$ cat src/rtl/ibBusPkg.sv
`default_nettype none

package ibBusPkg;

  // ********************
  // link word layout
  // ********************
  localparam int dataW = 32;                   // payload bits per link word.
  localparam int sopPos = dataW;               // start flag sits just above the data.
  localparam int eopPos = dataW + 1;           // end flag above the start flag.
  localparam int entryW = dataW + 2;           // stored word with both flags.

  typedef logic [dataW-1:0] busData;           // one word on a link.
  typedef logic [dataW-1:0] busAddr;           // header word read as an address.
  typedef logic [entryW-1:0] bufEntry;         // {eop, sop, data} in a buffer slot.

  // ********************
  // address windows
  // ********************
  // a window is the aligned block of 2**bits addresses starting at base,
  // so only the bits above the window size take part in the compare.
  function automatic logic windowMatch(
    busAddr      addr,
    busAddr      base,
    int unsigned bits
  );
    busAddr addrHigh;
    busAddr baseHigh;
    addrHigh = addr >> bits;                   // drop the offset inside the window.
    baseHigh = base >> bits;                   // same for the window base.
    return addrHigh == baseHigh;
  endfunction

endpackage

`default_nettype wire

$ cat src/rtl/ibSwitchPkg.sv
`default_nettype none

package ibSwitchPkg;

  // ********************
  // switch geometry
  // ********************
  localparam int numPorts = 3;                 // port 0 upstream, ports 1 and 2 downstream.

  typedef logic [1:0] portIdx;                 // port number 0 to 2.
  typedef logic [numPorts-1:0] portMask;       // one-hot destination, zero means discard.

  // ********************
  // flow control and arbitration
  // ********************
  typedef logic [4:0] creditCnt;               // holds credit depths up to 16.

  typedef enum logic {
    arbIdle,                                   // no packet granted.
    arbBusy                                    // packet in flight, grant held.
  } arbState;

endpackage

`default_nettype wire

$ cat src/rtl/ibInputPort.sv
`timescale 1ns/1ns
`default_nettype none

module ibInputPort #(
  parameter int                  bufDepth   = 8,
  parameter ibSwitchPkg::portIdx port       = '0,
  parameter ibBusPkg::busAddr    port1Base  = 32'h0001_0000,
  parameter ibBusPkg::busAddr    port2Base  = 32'h0002_0000,
  parameter int                  windowBits = 16
) (
  input  logic                 CLK,
  input  logic                 rstN,
  input  ibBusPkg::busData     rxData,
  input  logic                 rxSop,
  input  logic                 rxEop,
  input  logic                 rxValid,
  input  logic                 pop,
  output logic                 rxCredit,
  output ibBusPkg::busData     headData,
  output logic                 headSop,
  output logic                 headEop,
  output logic                 headValid,
  output ibSwitchPkg::portMask headDest
);

  localparam int ptrW = $clog2(bufDepth);                  // pointer width, wraps naturally.
  localparam logic [ptrW:0] fullLvl = (ptrW + 1)'(bufDepth); // fill level of a full buffer.

  if ((1 << ptrW) != bufDepth) begin : genDepthCheck
    $error("ibInputPort: bufDepth must be a power of two");
  end

  ibBusPkg::bufEntry    mem [bufDepth];     // word storage, no reset.
  ibBusPkg::bufEntry    head;               // slot under the read pointer.
  logic [ptrW-1:0]      wrPtr;              // next slot to write.
  logic [ptrW-1:0]      rdPtr;              // current head slot.
  logic [ptrW:0]        fill;               // words held, 0 to bufDepth.
  logic                 hitPort1;           // header inside port 1 window.
  logic                 hitPort2;           // header inside port 2 window.
  ibSwitchPkg::portMask newDest;            // decode of the word at the head.
  ibSwitchPkg::portMask destReg;            // destination kept for the rest of a packet.
  logic                 drain;              // local discard of a dropped packet.
  logic                 doPop;              // head word leaves this cycle.

  // ********************
  // head of buffer
  // ********************
  assign head      = mem[rdPtr];
  assign headData  = head[ibBusPkg::dataW-1:0];
  assign headSop   = head[ibBusPkg::sopPos];
  assign headEop   = head[ibBusPkg::eopPos];
  assign headValid = (fill != '0);                         // anything stored shows next cycle.

  // ********************
  // address decode
  // ********************
  assign hitPort1 = ibBusPkg::windowMatch(headData, port1Base, windowBits);
  assign hitPort2 = ibBusPkg::windowMatch(headData, port2Base, windowBits);

  always_comb begin
    if (hitPort1) begin
      newDest = 3'b010;                                    // port 1 window.
    end else if (hitPort2) begin
      newDest = 3'b100;                                    // port 2 window.
    end else begin
      newDest = 3'b001;                                    // everything else goes upstream.
    end
    // a packet aimed back at its own port is dropped; for port 0 this also
    // covers an address that misses both windows.
    if (newDest[port]) begin
      newDest = '0;
    end
  end

  assign headDest = headSop ? newDest : destReg;           // live on the start word, held after.
  assign drain    = headValid && (headDest == '0);         // no output will ever pop these.
  assign doPop    = pop || drain;

  // ********************
  // storage and pointers
  // ********************
  always_ff @(posedge CLK) begin
    if (rxValid) begin
      mem[wrPtr] <= {rxEop, rxSop, rxData};                // layout matches eopPos and sopPos.
    end
  end

  always_ff @(posedge CLK) begin
    if (!rstN) begin
      wrPtr    <= '0;
      rdPtr    <= '0;
      fill     <= '0;
      rxCredit <= 1'b0;
      destReg  <= '0;
    end else begin
      if (rxValid) begin
        wrPtr <= wrPtr + 1'b1;
      end
      if (doPop) begin
        rdPtr <= rdPtr + 1'b1;
      end
      case ({rxValid, doPop})
        2'b10:   fill <= fill + 1'b1;                      // write only.
        2'b01:   fill <= fill - 1'b1;                      // read only.
        default: fill <= fill;                             // both or neither.
      endcase
      rxCredit <= doPop;                                   // one credit per freed word.
      if (doPop && headSop) begin
        destReg <= newDest;                                // held until the end word leaves.
      end
    end
  end

  // ********************
  // protocol checks
  // ********************
  // the remote sender's credits must keep it from writing into a full buffer.
  rxNotFull : assert property (@(posedge CLK) disable iff (!rstN)
    rxValid |-> (fill != fullLvl))
    else $error("ibInputPort %0d: rxValid while buffer full", port);

  // only a granted output pops, and only a word that is there.
  popNotEmpty : assert property (@(posedge CLK) disable iff (!rstN)
    pop |-> headValid)
    else $error("ibInputPort %0d: pop with empty head", port);

endmodule

`default_nettype wire

$ cat src/rtl/ibOutputPort.sv
`timescale 1ns/1ns
`default_nettype none

module ibOutputPort #(
  parameter int                  txCredits = 8,
  parameter ibSwitchPkg::portIdx port      = '0
) (
  input  logic             CLK,
  input  logic             rstN,
  input  ibBusPkg::busData srcData [2],
  input  logic [1:0]       srcSop,
  input  logic [1:0]       srcEop,
  input  logic [1:0]       srcValid,
  input  logic [1:0]       srcWant,
  input  logic             txCredit,
  output logic [1:0]       srcPop,
  output ibBusPkg::busData txData,
  output logic             txSop,
  output logic             txEop,
  output logic             txValid
);

  localparam ibSwitchPkg::creditCnt fullCredit = ibSwitchPkg::creditCnt'(txCredits);

  ibSwitchPkg::arbState  state;             // idle or holding a grant.
  ibSwitchPkg::creditCnt cnt;               // credits left on the transmit link.
  logic                  sel;               // source granted while busy.
  logic                  prio;              // source preferred at the next grant.
  logic [1:0]            req;               // start words aimed at this port.
  logic                  pick;              // round robin winner.
  logic                  grantSrc;          // source served this cycle.
  logic                  active;            // a source is granted this cycle.
  logic                  popNow;            // a word moves this cycle.
  logic                  lastWord;          // that word closes the packet.

  // ********************
  // arbitration
  // ********************
  assign req  = srcValid & srcSop & srcWant;
  assign pick = req[prio] ? prio : ~prio;                  // fall back to the other source.

  always_comb begin
    if (state == ibSwitchPkg::arbBusy) begin
      grantSrc = sel;                                      // keep the packet owner.
      active   = 1'b1;
    end else begin
      grantSrc = pick;                                     // grant and first pop share a cycle.
      active   = |req;
    end
  end

  assign popNow   = active && srcValid[grantSrc] && (cnt != '0); // stall on empty head or credits.
  assign lastWord = popNow && srcEop[grantSrc];
  assign srcPop   = popNow ? (2'b01 << grantSrc) : 2'b00;

  always_ff @(posedge CLK) begin
    if (!rstN) begin
      state   <= ibSwitchPkg::arbIdle;
      sel     <= 1'b0;
      prio    <= 1'b0;
      cnt     <= fullCredit;                               // the receiver's depth.
      txValid <= 1'b0;
    end else begin
      txValid <= popNow;                                   // word shows the cycle after its pop.
      case ({popNow, txCredit})
        2'b10:   cnt <= cnt - 1'b1;                        // spend one.
        2'b01:   cnt <= cnt + 1'b1;                        // one returned.
        default: cnt <= cnt;                               // spend and return cancel.
      endcase
      if (lastWord) begin
        state <= ibSwitchPkg::arbIdle;
        prio  <= ~grantSrc;                                // other source goes first next time.
      end else if (popNow && (state == ibSwitchPkg::arbIdle)) begin
        state <= ibSwitchPkg::arbBusy;
        sel   <= grantSrc;
      end
    end
  end

  // ********************
  // transmit register
  // ********************
  always_ff @(posedge CLK) begin
    if (popNow) begin
      txData <= srcData[grantSrc];
      txSop  <= srcSop[grantSrc];
      txEop  <= srcEop[grantSrc];
    end
  end

  // ********************
  // credit checks
  // ********************
  // a word on the link has not had its credit back yet.
  txHadCredit : assert property (@(posedge CLK) disable iff (!rstN)
    txValid |-> (cnt < fullCredit))
    else $error("ibOutputPort %0d: credit back before its word was sent", port);

  // the receiver never returns more than it was given.
  creditBound : assert property (@(posedge CLK) disable iff (!rstN)
    cnt <= fullCredit)
    else $error("ibOutputPort %0d: credit count above txCredits", port);

endmodule

`default_nettype wire

$ cat src/rtl/ibSwitch.sv
`timescale 1ns/1ns
`default_nettype none

module ibSwitch #(
  parameter int               bufDepth   = 8,
  parameter int               txCredits  = 8,
  parameter ibBusPkg::busAddr port1Base  = 32'h0001_0000,
  parameter ibBusPkg::busAddr port2Base  = 32'h0002_0000,
  parameter int               windowBits = 16
) (
  input  logic                                CLK,
  input  logic                                rstN,
  input  ibBusPkg::busData                    rxData [ibSwitchPkg::numPorts],
  input  logic [ibSwitchPkg::numPorts-1:0]    rxSop,
  input  logic [ibSwitchPkg::numPorts-1:0]    rxEop,
  input  logic [ibSwitchPkg::numPorts-1:0]    rxValid,
  output logic [ibSwitchPkg::numPorts-1:0]    rxCredit,
  output ibBusPkg::busData                    txData [ibSwitchPkg::numPorts],
  output logic [ibSwitchPkg::numPorts-1:0]    txSop,
  output logic [ibSwitchPkg::numPorts-1:0]    txEop,
  output logic [ibSwitchPkg::numPorts-1:0]    txValid,
  input  logic [ibSwitchPkg::numPorts-1:0]    txCredit
);

  localparam int nP = ibSwitchPkg::numPorts;

  ibBusPkg::busData     headData [nP];      // head word of each input buffer.
  logic [nP-1:0]        headSop;
  logic [nP-1:0]        headEop;
  logic [nP-1:0]        headValid;
  ibSwitchPkg::portMask headDest [nP];      // destination of each head packet.
  logic [nP-1:0]        inPop;              // merged pop per input.
  logic [1:0]           outPop [nP];        // pops issued by each output, per source slot.

  // ********************
  // receive side
  // ********************
  for (genvar i = 0; i < nP; i++) begin : genIn
    ibInputPort #(
      .bufDepth   (bufDepth),
      .port       (ibSwitchPkg::portIdx'(i)),
      .port1Base  (port1Base),
      .port2Base  (port2Base),
      .windowBits (windowBits)
    ) inPort (
      .CLK       (CLK),
      .rstN      (rstN),
      .rxData    (rxData[i]),
      .rxSop     (rxSop[i]),
      .rxEop     (rxEop[i]),
      .rxValid   (rxValid[i]),
      .pop       (inPop[i]),
      .rxCredit  (rxCredit[i]),
      .headData  (headData[i]),
      .headSop   (headSop[i]),
      .headEop   (headEop[i]),
      .headValid (headValid[i]),
      .headDest  (headDest[i])
    );

    // input i is slot 0 of output i-1 and slot 1 of output i+1.
    assign inPop[i] = outPop[(i + 2) % nP][0] | outPop[(i + 1) % nP][1];
  end

  // ********************
  // transmit side
  // ********************
  for (genvar o = 0; o < nP; o++) begin : genOut
    localparam int s0 = (o + 1) % nP;       // first source, next port up.
    localparam int s1 = (o + 2) % nP;       // second source.

    ibBusPkg::busData srcData [2];
    logic [1:0]       srcWant;

    assign srcData[0] = headData[s0];
    assign srcData[1] = headData[s1];
    assign srcWant    = {headDest[s1][o], headDest[s0][o]}; // mask bit for this output.

    ibOutputPort #(
      .txCredits (txCredits),
      .port      (ibSwitchPkg::portIdx'(o))
    ) outPort (
      .CLK      (CLK),
      .rstN     (rstN),
      .srcData  (srcData),
      .srcSop   ({headSop[s1], headSop[s0]}),
      .srcEop   ({headEop[s1], headEop[s0]}),
      .srcValid ({headValid[s1], headValid[s0]}),
      .srcWant  (srcWant),
      .txCredit (txCredit[o]),
      .srcPop   (outPop[o]),
      .txData   (txData[o]),
      .txSop    (txSop[o]),
      .txEop    (txEop[o]),
      .txValid  (txValid[o])
    );
  end

endmodule

`default_nettype wire

$ cat config.mk
export PLATFORM = sky130hd
export DESIGN_NAME = ibSwitch
export DESIGN_NICKNAME = d
export VERILOG_FILES = /design/src/rtl/ibBusPkg.sv /design/src/rtl/ibSwitchPkg.sv /design/src/rtl/ibInputPort.sv /design/src/rtl/ibOutputPort.sv /design/src/rtl/ibSwitch.sv
export SDC_FILE = /design/constraint.sdc
export NUM_CORES = 1
export LEC_CHECK = 0
export BUFFER_PORTS_ARGS = -buffer_cell sky130_fd_sc_hd__buf_2
export CAP_MARGIN = 20
export CELL_PAD_IN_SITES_DETAIL_PLACEMENT = 0
export CELL_PAD_IN_SITES_GLOBAL_PLACEMENT = 1
export CORE_AREA = 2 2 364 222
export CTS_BUF_LIST = sky130_fd_sc_hd__clkbuf_4 sky130_fd_sc_hd__clkbuf_8
export DETAILED_ROUTE_END_ITERATION = 10
export DIE_AREA = 0 0 366 224
export PLACE_DENSITY = 0.75
export SETUP_SLACK_MARGIN = 0.3
export SYNTH_ARGS = -nofsm -noshare
export SYNTH_HDL_FRONTEND = slang
export SYNTH_SLANG_ARGS = --single-unit
export TNS_END_PERCENT = 50
$ cat constraint.sdc
create_clock -name CLK -period 5 [get_ports CLK]
set_clock_uncertainty 0.15 [all_clocks]
set_input_delay 1 -clock CLK [delete_from_list [all_inputs] [get_ports CLK]]
set_output_delay 1 -clock CLK [all_outputs]
set_load 0.02 [all_outputs]
==> results of run 1 <==
## worst register-to-register path, stage by stage, from the launching register on
cell and delay [ps]:
dfxtp_4 390, mux4_2 550, mux2i_4 230, a21bo_2 250
or4_4 580, nor3_4 280, o31ai_4 100, mux2_2 280
nand2b_4 170, ha_2 220, inv_2 70, fa_1 420
a21o_1 190, a21oi_2 140, xnor2_1 90, or3_1 310
a21oi_1 140
## power groups by stage
| stage | clock network (mW) | registers, mW | logic, mW |
|---|---|---|---|
| floorplan | 0 | 10.2 | 3.26 |
| global placement | 0 | 10.2 | 5.14 |
| detailed placement | 0 | 10.2 | 5.23 |
| CTS | 6.40 | 10.0 | 5.35 |
| global route | 6.76 | 10.0 | 6.11 |
| finish | 6.28 | 9.98 | 5.74 |
## final timing paths
check,from,endpoint,slack (ps)
worst min register to register,genIn[1].inPort.rdPtr[2],register,320
worst max-delay path,register,genOut[2].outPort.cnt[4],350
worst max register to register,register,genOut[2].outPort.cnt[4],350
worst min-delay path,rxData[13],genIn[2].inPort.mem[5][13],310
## routing by layer
| layer | GRT usage, % | vias to the layer above | share of wire [%] |
|---|---|---|---|
| met5 | 0 | - | 0.066 |
| li1 | - | 8816 | - |
| met3 | 5.37 | 176 | 7.8 |
| met1 | 32.0 | 10500 | 42 |
| met4 | 9.58 | 10 | 3.3 |
| met2 | 34.4 | 799 | 46 |
## cells by family after synthesis
logic type / share of synthesized area (%)
mux: 17.4
fa+ha+maj: 1.17
flops: 74.4
buf+inv: 1.61
compound gates: 2.01
simple gates: 2.80
xor+xnor: 0.561
## synth_stat cells (3+ instances only)
master,number,area [µm²]
o31a_1,3,26.3
buf_2,29,145
mux4_2,197,4440
buf_1,20,75.1
a21oi_1,38,190
nand2b_1,18,113
nor3_1,16,80.1
ha_1,27,338
a221oi_2,3,45.0
nand3_1,6,30.0
edfxtp_1,918,27600
o211ai_1,3,22.5
nand4_1,7,43.8
and2_1,9,56.3
a22oi_1,6,45.0
nor2b_1,5,31.3
a21o_1,10,75.1
nor2_1,71,267
buf_6,3,33.8
nor4_1,8,50.1
or3_1,7,43.8
xor2_1,17,149
fa_1,6,120
inv_1,32,120
or4_1,7,52.6
clkbuf_1,33,124
mux2i_1,235,2350
buf_4,17,128
xnor2_1,8,70.1
nand2_1,60,225
dfxtp_1,75,1500
o31ai_1,7,52.6
o21ai_0,14,70.1
a211oi_1,4,30.0
## per-stage QoR
stage	power, mW	instances	TNS, ps
2_1_floorplan	13.4	1956	0
6_report	22.0	3584	0
3_3_place_gp	15.3	3267	0
5_1_grt	22.9	3575	0
3_5_place_dp	15.4	3267	-10.2
4_1_cts	21.8	3531	0
## cells in the final DEF, fill, tap and decap left out, drive strengths merged, types with 3 or more instances in the layout
cell / n
edfxtp: 918
buf: 398
mux2i: 235
mux4: 197
clkbuf: 191
dfxtp: 75
nor2: 71
nand2: 60
clkinv: 56
a21oi: 39
inv: 35
ha: 27
nand2b: 19
nor3: 18
xor2: 17
o21ai: 15
diode: 10
a21o: 10
and2: 9
xnor2: 8
nor4: 8
or4: 8
nand4: 7
or3: 7
a22oi: 7
o31ai: 7
nand3: 6
fa: 6
nor2b: 5
a221oi: 5
a211oi: 4
bufinv: 4
o31a: 4
o211ai: 4
clkinvlp: 3
## timing repair
action                                 in CTS  in global routing
gates resized for setup                    21                 73
pin swaps                                   5                 18
setup buffers                              10                 41
endpoints found under the hold margin       0                  0
gates cloned                                0                  1
setup endpoints to repair                   7                 10
hold buffers                                0                  0
## flip-flops by register name, indices dropped and copies added, names as in the netlist, named ones only
name / flops
genOut.outPort.state: 3
genOut.outPort.txValid: 3
genOut.outPort.cnt: 15
genOut.outPort.txData: 96
genOut.outPort.prio: 3
genOut.outPort.txSop: 3
genIn.inPort.mem: 816
genIn.inPort.wrPtr: 9
genIn.inPort.fill: 12
genIn.inPort.rxCredit: 3
genIn.inPort.destReg: 6
genOut.outPort.txEop: 3
genIn.inPort.rdPtr: 9
genOut.outPort.sel: 3
## cell type report
cell class                      count  share of cell area (%)
Timing Repair Buffer              400                    5.76
Tap cell                         1066                    2.91
Sequential cell                   993                    63.4
Inverter                           33                   0.270
Clock buffer                      189                    5.15
Clock inverter                     65                   0.843
Multi-Input combinational cell    828                    21.6
Antenna cell                       10                  0.0546
==> results_dict.tcl, run 1 <==
set metrics [dict create \
    grt_antenna_before_repair 16 \
    async_flop_share_pct 0 \
    cts_buffers 143 \
    grt_pass1_vias 20400 \
    drtIter0Drc 2157 \
    core.rowCount 80 \
    multi_input_area_mm2 0.00991 \
    path_delay_family "simple AND/OR/NAND/NOR gates" \
    critPathArrivalTime_ps 5220 \
    nFillCells 5800 \
    syn-num-nets 2099 \
    cp_num_cells 16 \
    hp-class "in -> reg" \
    wl_per_cell_um 26.1 \
    drt-total-wl_um 93700 \
    required_ps 5560 \
    setup_ws_ps 348 \
    synth_area_mm2 0.0391 \
    combPwrFrac_pct 26.1 \
    max_freq_mhz 215 \
    synth.avg_cell_area_um2 20.0 \
    area_growth_pct 17.5 \
    viasPerCell 5.67 \
    firstDrtPassIters 5 \
    drive_above_1_share_pct 36.6 \
    nets 2542 \
    syn_inst 1956 \
    rsz0062_at_grt "true" \
    grt_max_degree 47 \
    intPower_mw 15.5 \
    core_mm2 0.0787 \
    p_sw_mw 6.49 \
    start_kind "register" \
    post_dp_cell_area_mm2 0.0422 \
    tightestPinTransition_ps 1020 \
    p_leak_nw 15.5 \
    detailed_place_hpwl_um 60900 \
    dieArea_mm2 0.0820 \
    path_clk_slew_ps 70 \
    synth_edf_count 918 \
    clk_path_buf_depth 3 \
    finalCritPeriodShare_pct 93.0 \
    grt_use_total_pct 22.7 \
    cts_sinks 993 \
    regArea_mm2 0.0291 \
    synth.distinct_cells 63 \
    htreeDepth 4 \
    ys_seq_area_share_pct 74.4 \
    outcome "completed" \
    final.min_clock_period_ps 4650 \
    critPathMaxStageDelay_ps 580 \
    critPathSlowestCell "or4_4" \
    ff2ff_path_depth 16 \
    grt_pass1_wl_um 135000 \
    worstPathCellList "mux4_2 -> mux2i_4 -> a21bo_2 -> or4_4 -> nor3_4 -> o31ai_4 -> mux2_2 -> nand2b_4 -> ha_2 -> inv_2 -> fa_1 -> a21o_1 -> a21oi_2 -> xnor2_1 -> or3_1 -> a21oi_1" \
    synth-main-ff-cell "edfxtp_1" \
    gp_congestion 0.855 \
    p_seq_share_pct 45.4 \
    chipWidth_um 366 \
    critPathKind "reg -> reg" \
    hold_slack_ps 305 \
    slew-limit-headroom_pct 31.7 \
    whs_path_depth 1 \
    ant_nets 0 \
    cp_max_fo 5 \
    cp_num_buf_inv 1 \
    vias 20300 \
    pre_cts_slack_ps -10.2 \
    io_buffer_count 217 \
    setup_viol_count_final 0 \
    ys_seq_elements 993 \
    final_area_mm2 0.0459 \
    maxSlewViolCount 0 \
    ir_worst_vdd_v 0.000314 \
    hold_viol 0 \
    die_y_um 224 \
    finalCoreUtilization_pct 58.3 \
    yosysWarnings 0 \
    crit_path_end_kind "register" \
    clk_latency_ps 820 \
    start_util_pct 49.6 \
    grt.overflow.total 0 \
    clock-root-buffer "clkbuf_8" \
    clkPwrFrac_pct 28.5 \
    cap_violations 0 \
    p_sw_share_pct 29.5 \
    power_density_mw_per_mm2 480 \
    num_io_pins 218 \
    cts_tree "built" \
    drc 0 \
]
Note: power is estimated with default switching activity, not from simulation.
==> inputs of run 2 (changes only) <==
--- a/config.mk
+++ b/config.mk
@@ -5,15 +5,16 @@
 export SDC_FILE = /design/constraint.sdc
 export NUM_CORES = 1
 export LEC_CHECK = 0
+export ABC_AREA = 1
 export BUFFER_PORTS_ARGS = -buffer_cell sky130_fd_sc_hd__buf_2
 export CAP_MARGIN = 20
 export CELL_PAD_IN_SITES_DETAIL_PLACEMENT = 0
 export CELL_PAD_IN_SITES_GLOBAL_PLACEMENT = 1
-export CORE_AREA = 2 2 364 222
+export CORE_AREA = 2 2 389 237
 export CTS_BUF_LIST = sky130_fd_sc_hd__clkbuf_4 sky130_fd_sc_hd__clkbuf_8
 export DETAILED_ROUTE_END_ITERATION = 10
-export DIE_AREA = 0 0 366 224
-export PLACE_DENSITY = 0.75
+export DIE_AREA = 0 0 391 239
+export PLACE_DENSITY = 0.74
 export SETUP_SLACK_MARGIN = 0.3
 export SYNTH_ARGS = -nofsm -noshare
 export SYNTH_HDL_FRONTEND = slang
==> run 2 against run 1 <==
Net effect: via count grew 34%; synthesized area grew 5.2%; register-to-register slack gained 250 ps; critical endpoint is now genIn[1].inPort.fill[3].
==> results_dict.tcl, run 2 <==
set metrics [dict create \
    outcome "completed" \
    grt_max_degree 140 \
    synth_compound_area_share_pct 7.52 \
    clk_latency_ps 860 \
    start_kind "register" \
    io_buffer_count 217 \
    wl_per_cell_um 22.0 \
    drtIter0Drc 2734 \
    cts_sinks 993 \
    grt_pass1_vias 25000 \
    rsz0062_at_grt "true" \
    largest_reg_flops 816 \
    cp_max_fo 15 \
    crit_path_end_kind "register" \
    total_power_mw 23.9 \
    synth.distinct_cells 37 \
    path_clk_slew_ps 60 \
    hp-class "in -> reg" \
    critPathSlowestCell "dfxtp_1" \
    firstDrtPassIters 6 \
    gp_congestion 0.874 \
    yosysMostFrequentCell "edfxtp_1" \
    final.min_clock_period_ps 4400 \
    slew-limit-headroom_pct 28.8 \
    synthSimpleGateAreaFrac_pct 14.6 \
    start_util_pct 45.5 \
    setup_viol_count_final 0 \
    async_flop_share_pct 0 \
    grt_pass1_wl_um 165000 \
    die_y_um 239 \
    largest-register "genIn.inPort.mem" \
    critPathArrivalTime_ps 5010 \
    synth_area_leaders "edfxtp_1 (67%), nand2_1 (7.0%), o21ai_0 (4.5%)" \
    vias 27200 \
    pre_cts_slack_ps 353 \
    cap_violations 0 \
    drt-total-wl_um 115000 \
    largestRegisters "genIn.inPort.mem x816, genOut.outPort.txData x96, genOut.outPort.cnt x15" \
    ant_nets 0 \
    detailed_place_hpwl_um 71000 \
    yosys.area_share.adder_pct 1.11 \
    critPathKind "reg -> reg" \
    clk_path_buf_depth 3 \
    hold_viol 0 \
    grt.overflow.total 0 \
    drc 0 \
    setup_ws_ps 599 \
    worstPathCellList "inv_2 -> nand2_1 -> nand2_1 -> nor2_1 -> nand2_1 -> nor2_1 -> nand3_1 -> nand2_1 -> nand3_1 -> nand2_1 -> buf_4 -> inv_4 -> nand4_1 -> nand2_2 -> ha_1 -> ha_1 -> nand2_1 -> nor2_1 -> a211oi_1 -> xor2_1 -> nand2_1 -> a21oi_1" \
    layout_commonest_cell "edfxtp_1" \
    synth_common_cells "edfxtp_1 (918), nand2_1 (771), nor2_1 (461), o21ai_0 (366), inv_1 (310)" \
    r2r_slack_ps 600 \
    ys_seq_area_share_pct 70.8 \
    synth_edf_count 918 \
    power_density_mw_per_mm2 512 \
    synth_top_area_share_pct 67.1 \
    dieArea_mm2 0.0934 \
    max_freq_mhz 227 \
    cts_tree "built" \
    syn-num-nets 3781 \
    synth_top_family_by_area "simple AND/OR/NAND/NOR gates" \
    required_ps 5610 \
    num_io_pins 218 \
    grt_use_total_pct 24.2 \
    ys_seq_elements 993 \
    tightestPinTransition_ps 1070 \
    p_leak_nw 18.0 \
    yosysWarnings 0 \
    synth_top_area_cell "edfxtp_1" \
    area_growth_pct 13.5 \
    synth_area_mm2 0.0411 \
    nets 4055 \
    ir_worst_vdd_v 0.000439 \
    clock-root-buffer "clkbuf_8" \
    mostFrequentLayoutCells "edfxtp_1 (918), nand2_1 (765), nor2_1 (435)" \
    core_mm2 0.0904 \
    viasPerCell 5.22 \
    synth-main-ff-cell "edfxtp_1" \
    finalCritPeriodShare_pct 88.0 \
    syn_inst 3638 \
    drive_above_1_share_pct 15.4 \
    htreeDepth 4 \
    fin_tns_setup_ps 0 \
    maxSlewViolCount 0 \
    chipWidth_um 391 \
    critPathMaxStageDelay_ps 650 \
    cts_buffers 149 \
    core.rowCount 86 \
    synth-xor-area-share_pct 0.341 \
    muxShareOfSynthArea_pct 0.390 \
    synth.avg_cell_area_um2 11.3 \
    cp_common_cell "nand2_1" \
    grt_antenna_before_repair 17 \
]
==> run 2: what timing repair did <==
item / in CTS / in global routing
setup endpoints to repair: 0 / 16
setup buffers: 0 / 6
hold buffers: 0 / 0
gates resized for setup: 0 / 29
==> run 2: worst paths after layout <==
check                           startpoint                          to  cells past startpoint
setup reg to reg                  register     genIn[1].inPort.fill[3]                     22
hold reg to reg   genOut[0].outPort.cnt[4]    genOut[0].outPort.cnt[4]                      1
setup / recovery                  register     genIn[1].inPort.fill[3]                     22
hold / removal                  rxData[45]  genIn[1].inPort.mem[2][13]                      1
==> run 2: critical path: cells and delay by family (launching register included) <==
kind / cells / cell delay (ps)
AND/OR/NAND/NOR: 14 / 1720
flip-flops: 1 / 650
buffers and inverters: 3 / 640
adder cells (fa/ha/maj): 2 / 630
AO/OA/AOI/OAI: 2 / 360
XOR/XNOR: 1 / 170
==> run 2: per-stage QoR <==
stage                     cells  hold WS (ps)  util, %  cell area (µm²)
final                      5217           261     51.6            46600
after global routing       5211           235     51.6            46600
after CTS                  5201           167     51.3            46400
after detailed placement   4940           298     48.3            43600
after global placement     4940           288     48.3            43600
after floorplan            3638           273        -            41100
==> run 2: power by group <==
| part | internal [mW] | leakage [nW] | switching (mW) |
|---|---|---|---|
| registers | 9.83 | 8.97 | 0.280 |
| logic | 2.08 | 7.60 | 5.31 |
| clock network | 3.18 | 1.45 | 3.18 |
| total | 15.1 | 18.0 | 8.77 |
==> run 2: cells by family after synthesis <==
logic type               after synthesis
AO/OA/AOI/OAI                        578
flip-flops                           993
AND/OR/NAND/NOR                     1487
adder cells (fa/ha/maj)               33
XOR/XNOR                              16
buffers and inverters                515
multiplexers                          16
==> run 2: area by class of cell <==
type / instances / area (µm²)
diodes: 7 / 17.5
clock buffers: 191 / 2380
clock inverters: 70 / 390
fillers: 7966 / 43700
inverters: 324 / 1230
multi-input cells: 2130 / 10100
flip-flops and latches: 993 / 29100
well taps: 1188 / 1490
repair buffers: 314 / 1980
==> run 2: routing by layer <==
| metal | GRT usage [%] | up-vias | part of all wire (%) |
|---|---|---|---|
| li1 | - | 13100 | - |
| met1 | 36.3 | 13100 | 47 |
| met2 | 34.3 | 939 | 42 |
| met3 | 5.41 | 162 | 7.8 |
| met4 | 9.40 | 8 | 2.9 |
| met5 | 0 | - | 0.034 |
==> inputs of run 3 (changes only) <==
--- a/config.mk
+++ b/config.mk
@@ -10,11 +10,11 @@
 export CAP_MARGIN = 20
 export CELL_PAD_IN_SITES_DETAIL_PLACEMENT = 0
 export CELL_PAD_IN_SITES_GLOBAL_PLACEMENT = 1
-export CORE_AREA = 2 2 389 237
+export CORE_AREA = 2 2 374 228
 export CTS_BUF_LIST = sky130_fd_sc_hd__clkbuf_4 sky130_fd_sc_hd__clkbuf_8
 export DETAILED_ROUTE_END_ITERATION = 10
-export DIE_AREA = 0 0 391 239
-export PLACE_DENSITY = 0.74
+export DIE_AREA = 0 0 376 230
+export PLACE_DENSITY = 0.77
 export SETUP_SLACK_MARGIN = 0.3
 export SYNTH_ARGS = -nofsm -noshare
 export SYNTH_HDL_FRONTEND = slang
==> constraint.sdc (replaced) <==
create_clock -name CLK -period 4.8 [get_ports CLK]
set_clock_uncertainty 0.15 [all_clocks]
set_input_delay 0.96 -clock CLK [delete_from_list [all_inputs] [get_ports CLK]]
set_output_delay 0.96 -clock CLK [all_outputs]
set_load 0.02 [all_outputs]
==> run 3 against run 2 <==
Net effect: total power rose by 4.6%; clock-buffer cell count rose by 14; critical path depth is 1 higher; combinational power up 3.5%; global-route usage increased by 1.9 points; critical endpoint unchanged; cell count down 1.9%.
==> results_dict.tcl, run 3 (synthesized netlist as in run 2, its figures left out) <==
set metrics [dict create \
    critPathKind "reg -> reg" \
    chipWidth_um 376 \
    hold_slack_ps 234 \
    start_kind "register" \
    worstPathCellList "buf_4 -> buf_4 -> nand3_1 -> nand2_1 -> nand2_1 -> nor2_1 -> nand2_1 -> nor2_2 -> nand3_1 -> nand3_1 -> nand2_2 -> buf_4 -> inv_4 -> nand4_1 -> nand2_2 -> ha_1 -> ha_1 -> nand2_1 -> nor2_1 -> a211oi_1 -> xor2_1 -> nand2_1 -> a21oi_1" \
    p_leak_nw 18.1 \
    power_density_mw_per_mm2 536 \
    rsz0062_at_grt "true" \
    ant_nets 0 \
    cp_common_cell "nand2_1" \
    r2r_end "genIn[1].inPort.fill[3]" \
    largest_reg_flops 816 \
    final_area_mm2 0.0466 \
    total_power_mw 24.9 \
    core.rowCount 82 \
    drive_above_1_share_pct 15.8 \
    drtIter0Drc 3308 \
    io_buffer_count 217 \
    post_dp_cell_area_mm2 0.0435 \
    largest-register "genIn.inPort.mem" \
    nets 4055 \
    max_freq_mhz 237 \
    setup_viol_count_final 0 \
    grt_antenna_before_repair 19 \
    firstDrtPassIters 5 \
    grt.overflow.total 0 \
    cp_num_buf_inv 4 \
    hold_viol 0 \
    cap_violations 0 \
    drc 0 \
    grt_use_total_pct 26.1 \
    use_met3_pct 6.82 \
    cts_tree "built" \
    clk_latency_ps 850 \
    grt_max_degree 69 \
    critPathMaxStageDelay_ps 370 \
    vias 27500 \
    layout_commonest_cell "edfxtp_1" \
    hp-class "in -> reg" \
    dieArea_mm2 0.0865 \
    final.min_clock_period_ps 4210 \
    fin_tns_setup_ps 0 \
    viasPerCell 5.38 \
    critPathArrivalTime_ps 4820 \
    crit_path_end_kind "register" \
    clk_path_buf_depth 3 \
    gr-usage-met2_pct 35.7 \
    finalCritPeriodShare_pct 87.7 \
    cp_num_cells 23 \
    htreeDepth 4 \
    r2r_slack_ps 590 \
    num_io_pins 218 \
    tightestPinTransition_ps 1030 \
    cts_sinks 993 \
    dp_cells 4850 \
    die_y_um 230 \
    busiest_layer "met1" \
    detailed_place_hpwl_um 70300 \
    drt-total-wl_um 113000 \
    mostFrequentLayoutCells "edfxtp_1 (918), nand2_1 (764), nor2_1 (432)" \
    final_cell_count_no_fill 5120 \
    start_util_pct 49.6 \
    cts_buffers 147 \
    clock-root-buffer "clkbuf_8" \
    wl_per_cell_um 22.1 \
    endpoint "genIn[1].inPort.fill[3]" \
    core_mm2 0.0829 \
    cp_max_fo 24 \
    gp_congestion 0.855 \
    largestRegisters "genIn.inPort.mem x816, genOut.outPort.txData x96, genOut.outPort.cnt x15" \
    ff2ff_path_depth 23 \
    required_ps 5410 \
    maxSlewViolCount 0 \
    ir_worst_vdd_v 0.000524 \
    path_delay_family "simple AND/OR/NAND/NOR gates" \
    grt_pass1_wl_um 166000 \
    path_clk_slew_ps 70 \
    grt_pass1_vias 25500 \
    critPathSlowestCell "buf_4" \
    grt_util_met1_pct 39.6 \
    outcome "completed" \
    slew-limit-headroom_pct 31.3 \
    area_growth_pct 13.4 \
]
==> run 3: changes by cell type in the layout (fill, tap and decap cells not counted), sizes merged <==
cell / change
clkinv: -18
diode: +4
clkinvlp: -1
clkbuf: +12
buf: +4
inv: -3
bufinv: +1
==> run 3: worst min-delay path by stage <==
stage	end	start	cells past startpoint	slack, ps
2_1_floorplan	genOut[1].outPort.cnt[4]	genOut[1].outPort.cnt[4]	1	270
3_3_place_gp	genOut[1].outPort.cnt[4]	genOut[1].outPort.cnt[4]	1	310
3_5_place_dp	genOut[1].outPort.cnt[4]	genOut[1].outPort.cnt[4]	1	300
4_1_cts	genIn[1].inPort.mem[5][20]	rxData[52]	1	140
5_1_grt	genIn[1].inPort.mem[0][4]	rxData[36]	1	200
6_report	genIn[1].inPort.mem[4][20]	rxData[52]	1	230
==> run 3: final cells by class <==
| cell class | count | area, µm² |
|---|---|---|
| clock inverters | 49 | 334 |
| repair buffers | 316 | 1980 |
| flip-flops and latches | 993 | 29100 |
| inverters | 324 | 1230 |
| well taps | 1092 | 1370 |
| clock buffers | 205 | 2480 |
| multi-input cells | 2130 | 10100 |
| fillers | 6965 | 36300 |
| diodes | 11 | 27.5 |
==> run 3: worst register-to-register path, stage by stage, from the launching register on <==
cell and delay [ps]:
dfxtp_2 340, buf_4 350, buf_4 400, nand3_1 120, nand2_1 240, nand2_1 90
nor2_1 100, nand2_1 90, nor2_2 170, nand3_1 100, nand3_1 90, nand2_2 120
buf_4 220, inv_4 60, nand4_1 150, nand2_2 130, ha_1 250, ha_1 290
nand2_1 80, nor2_1 40, a211oi_1 210, xor2_1 170, nand2_1 80, a21oi_1 130
==> run 3: where the power goes <==
part,internal (mW),total [mW],switching (mW)
registers,10.2,10.5,0.299
clock network,3.46,6.76,3.30
logic,2.18,7.65,5.47
total,15.9,24.9,9.06
==> run 3: timing repair <==
action                                 CTS  global route
buffers inserted                         0             3
setup endpoints to repair                2            12
gates resized for setup                  1            41
pin swaps                                0             2
hold buffers                             0             0
gates cloned                             0             1
endpoints found under the hold margin    0             0
==> run 3: stage by stage <==
stage / util [%] / setup WS, ps
detailed placement: 52.5 / 300
CTS: 55.9 / 303
global placement: 52.5 / 269
global route: 56.2 / 236
floorplan: - / 452
finish: 56.2 / 589
==> run 3: layer usage <==
metal / vias up / routed length (µm)
met5: - / 75
met3: 190 / 11300
li1: 13000 / -
met4: 12 / 3460
met1: 13100 / 51300
met2: 1172 / 46800
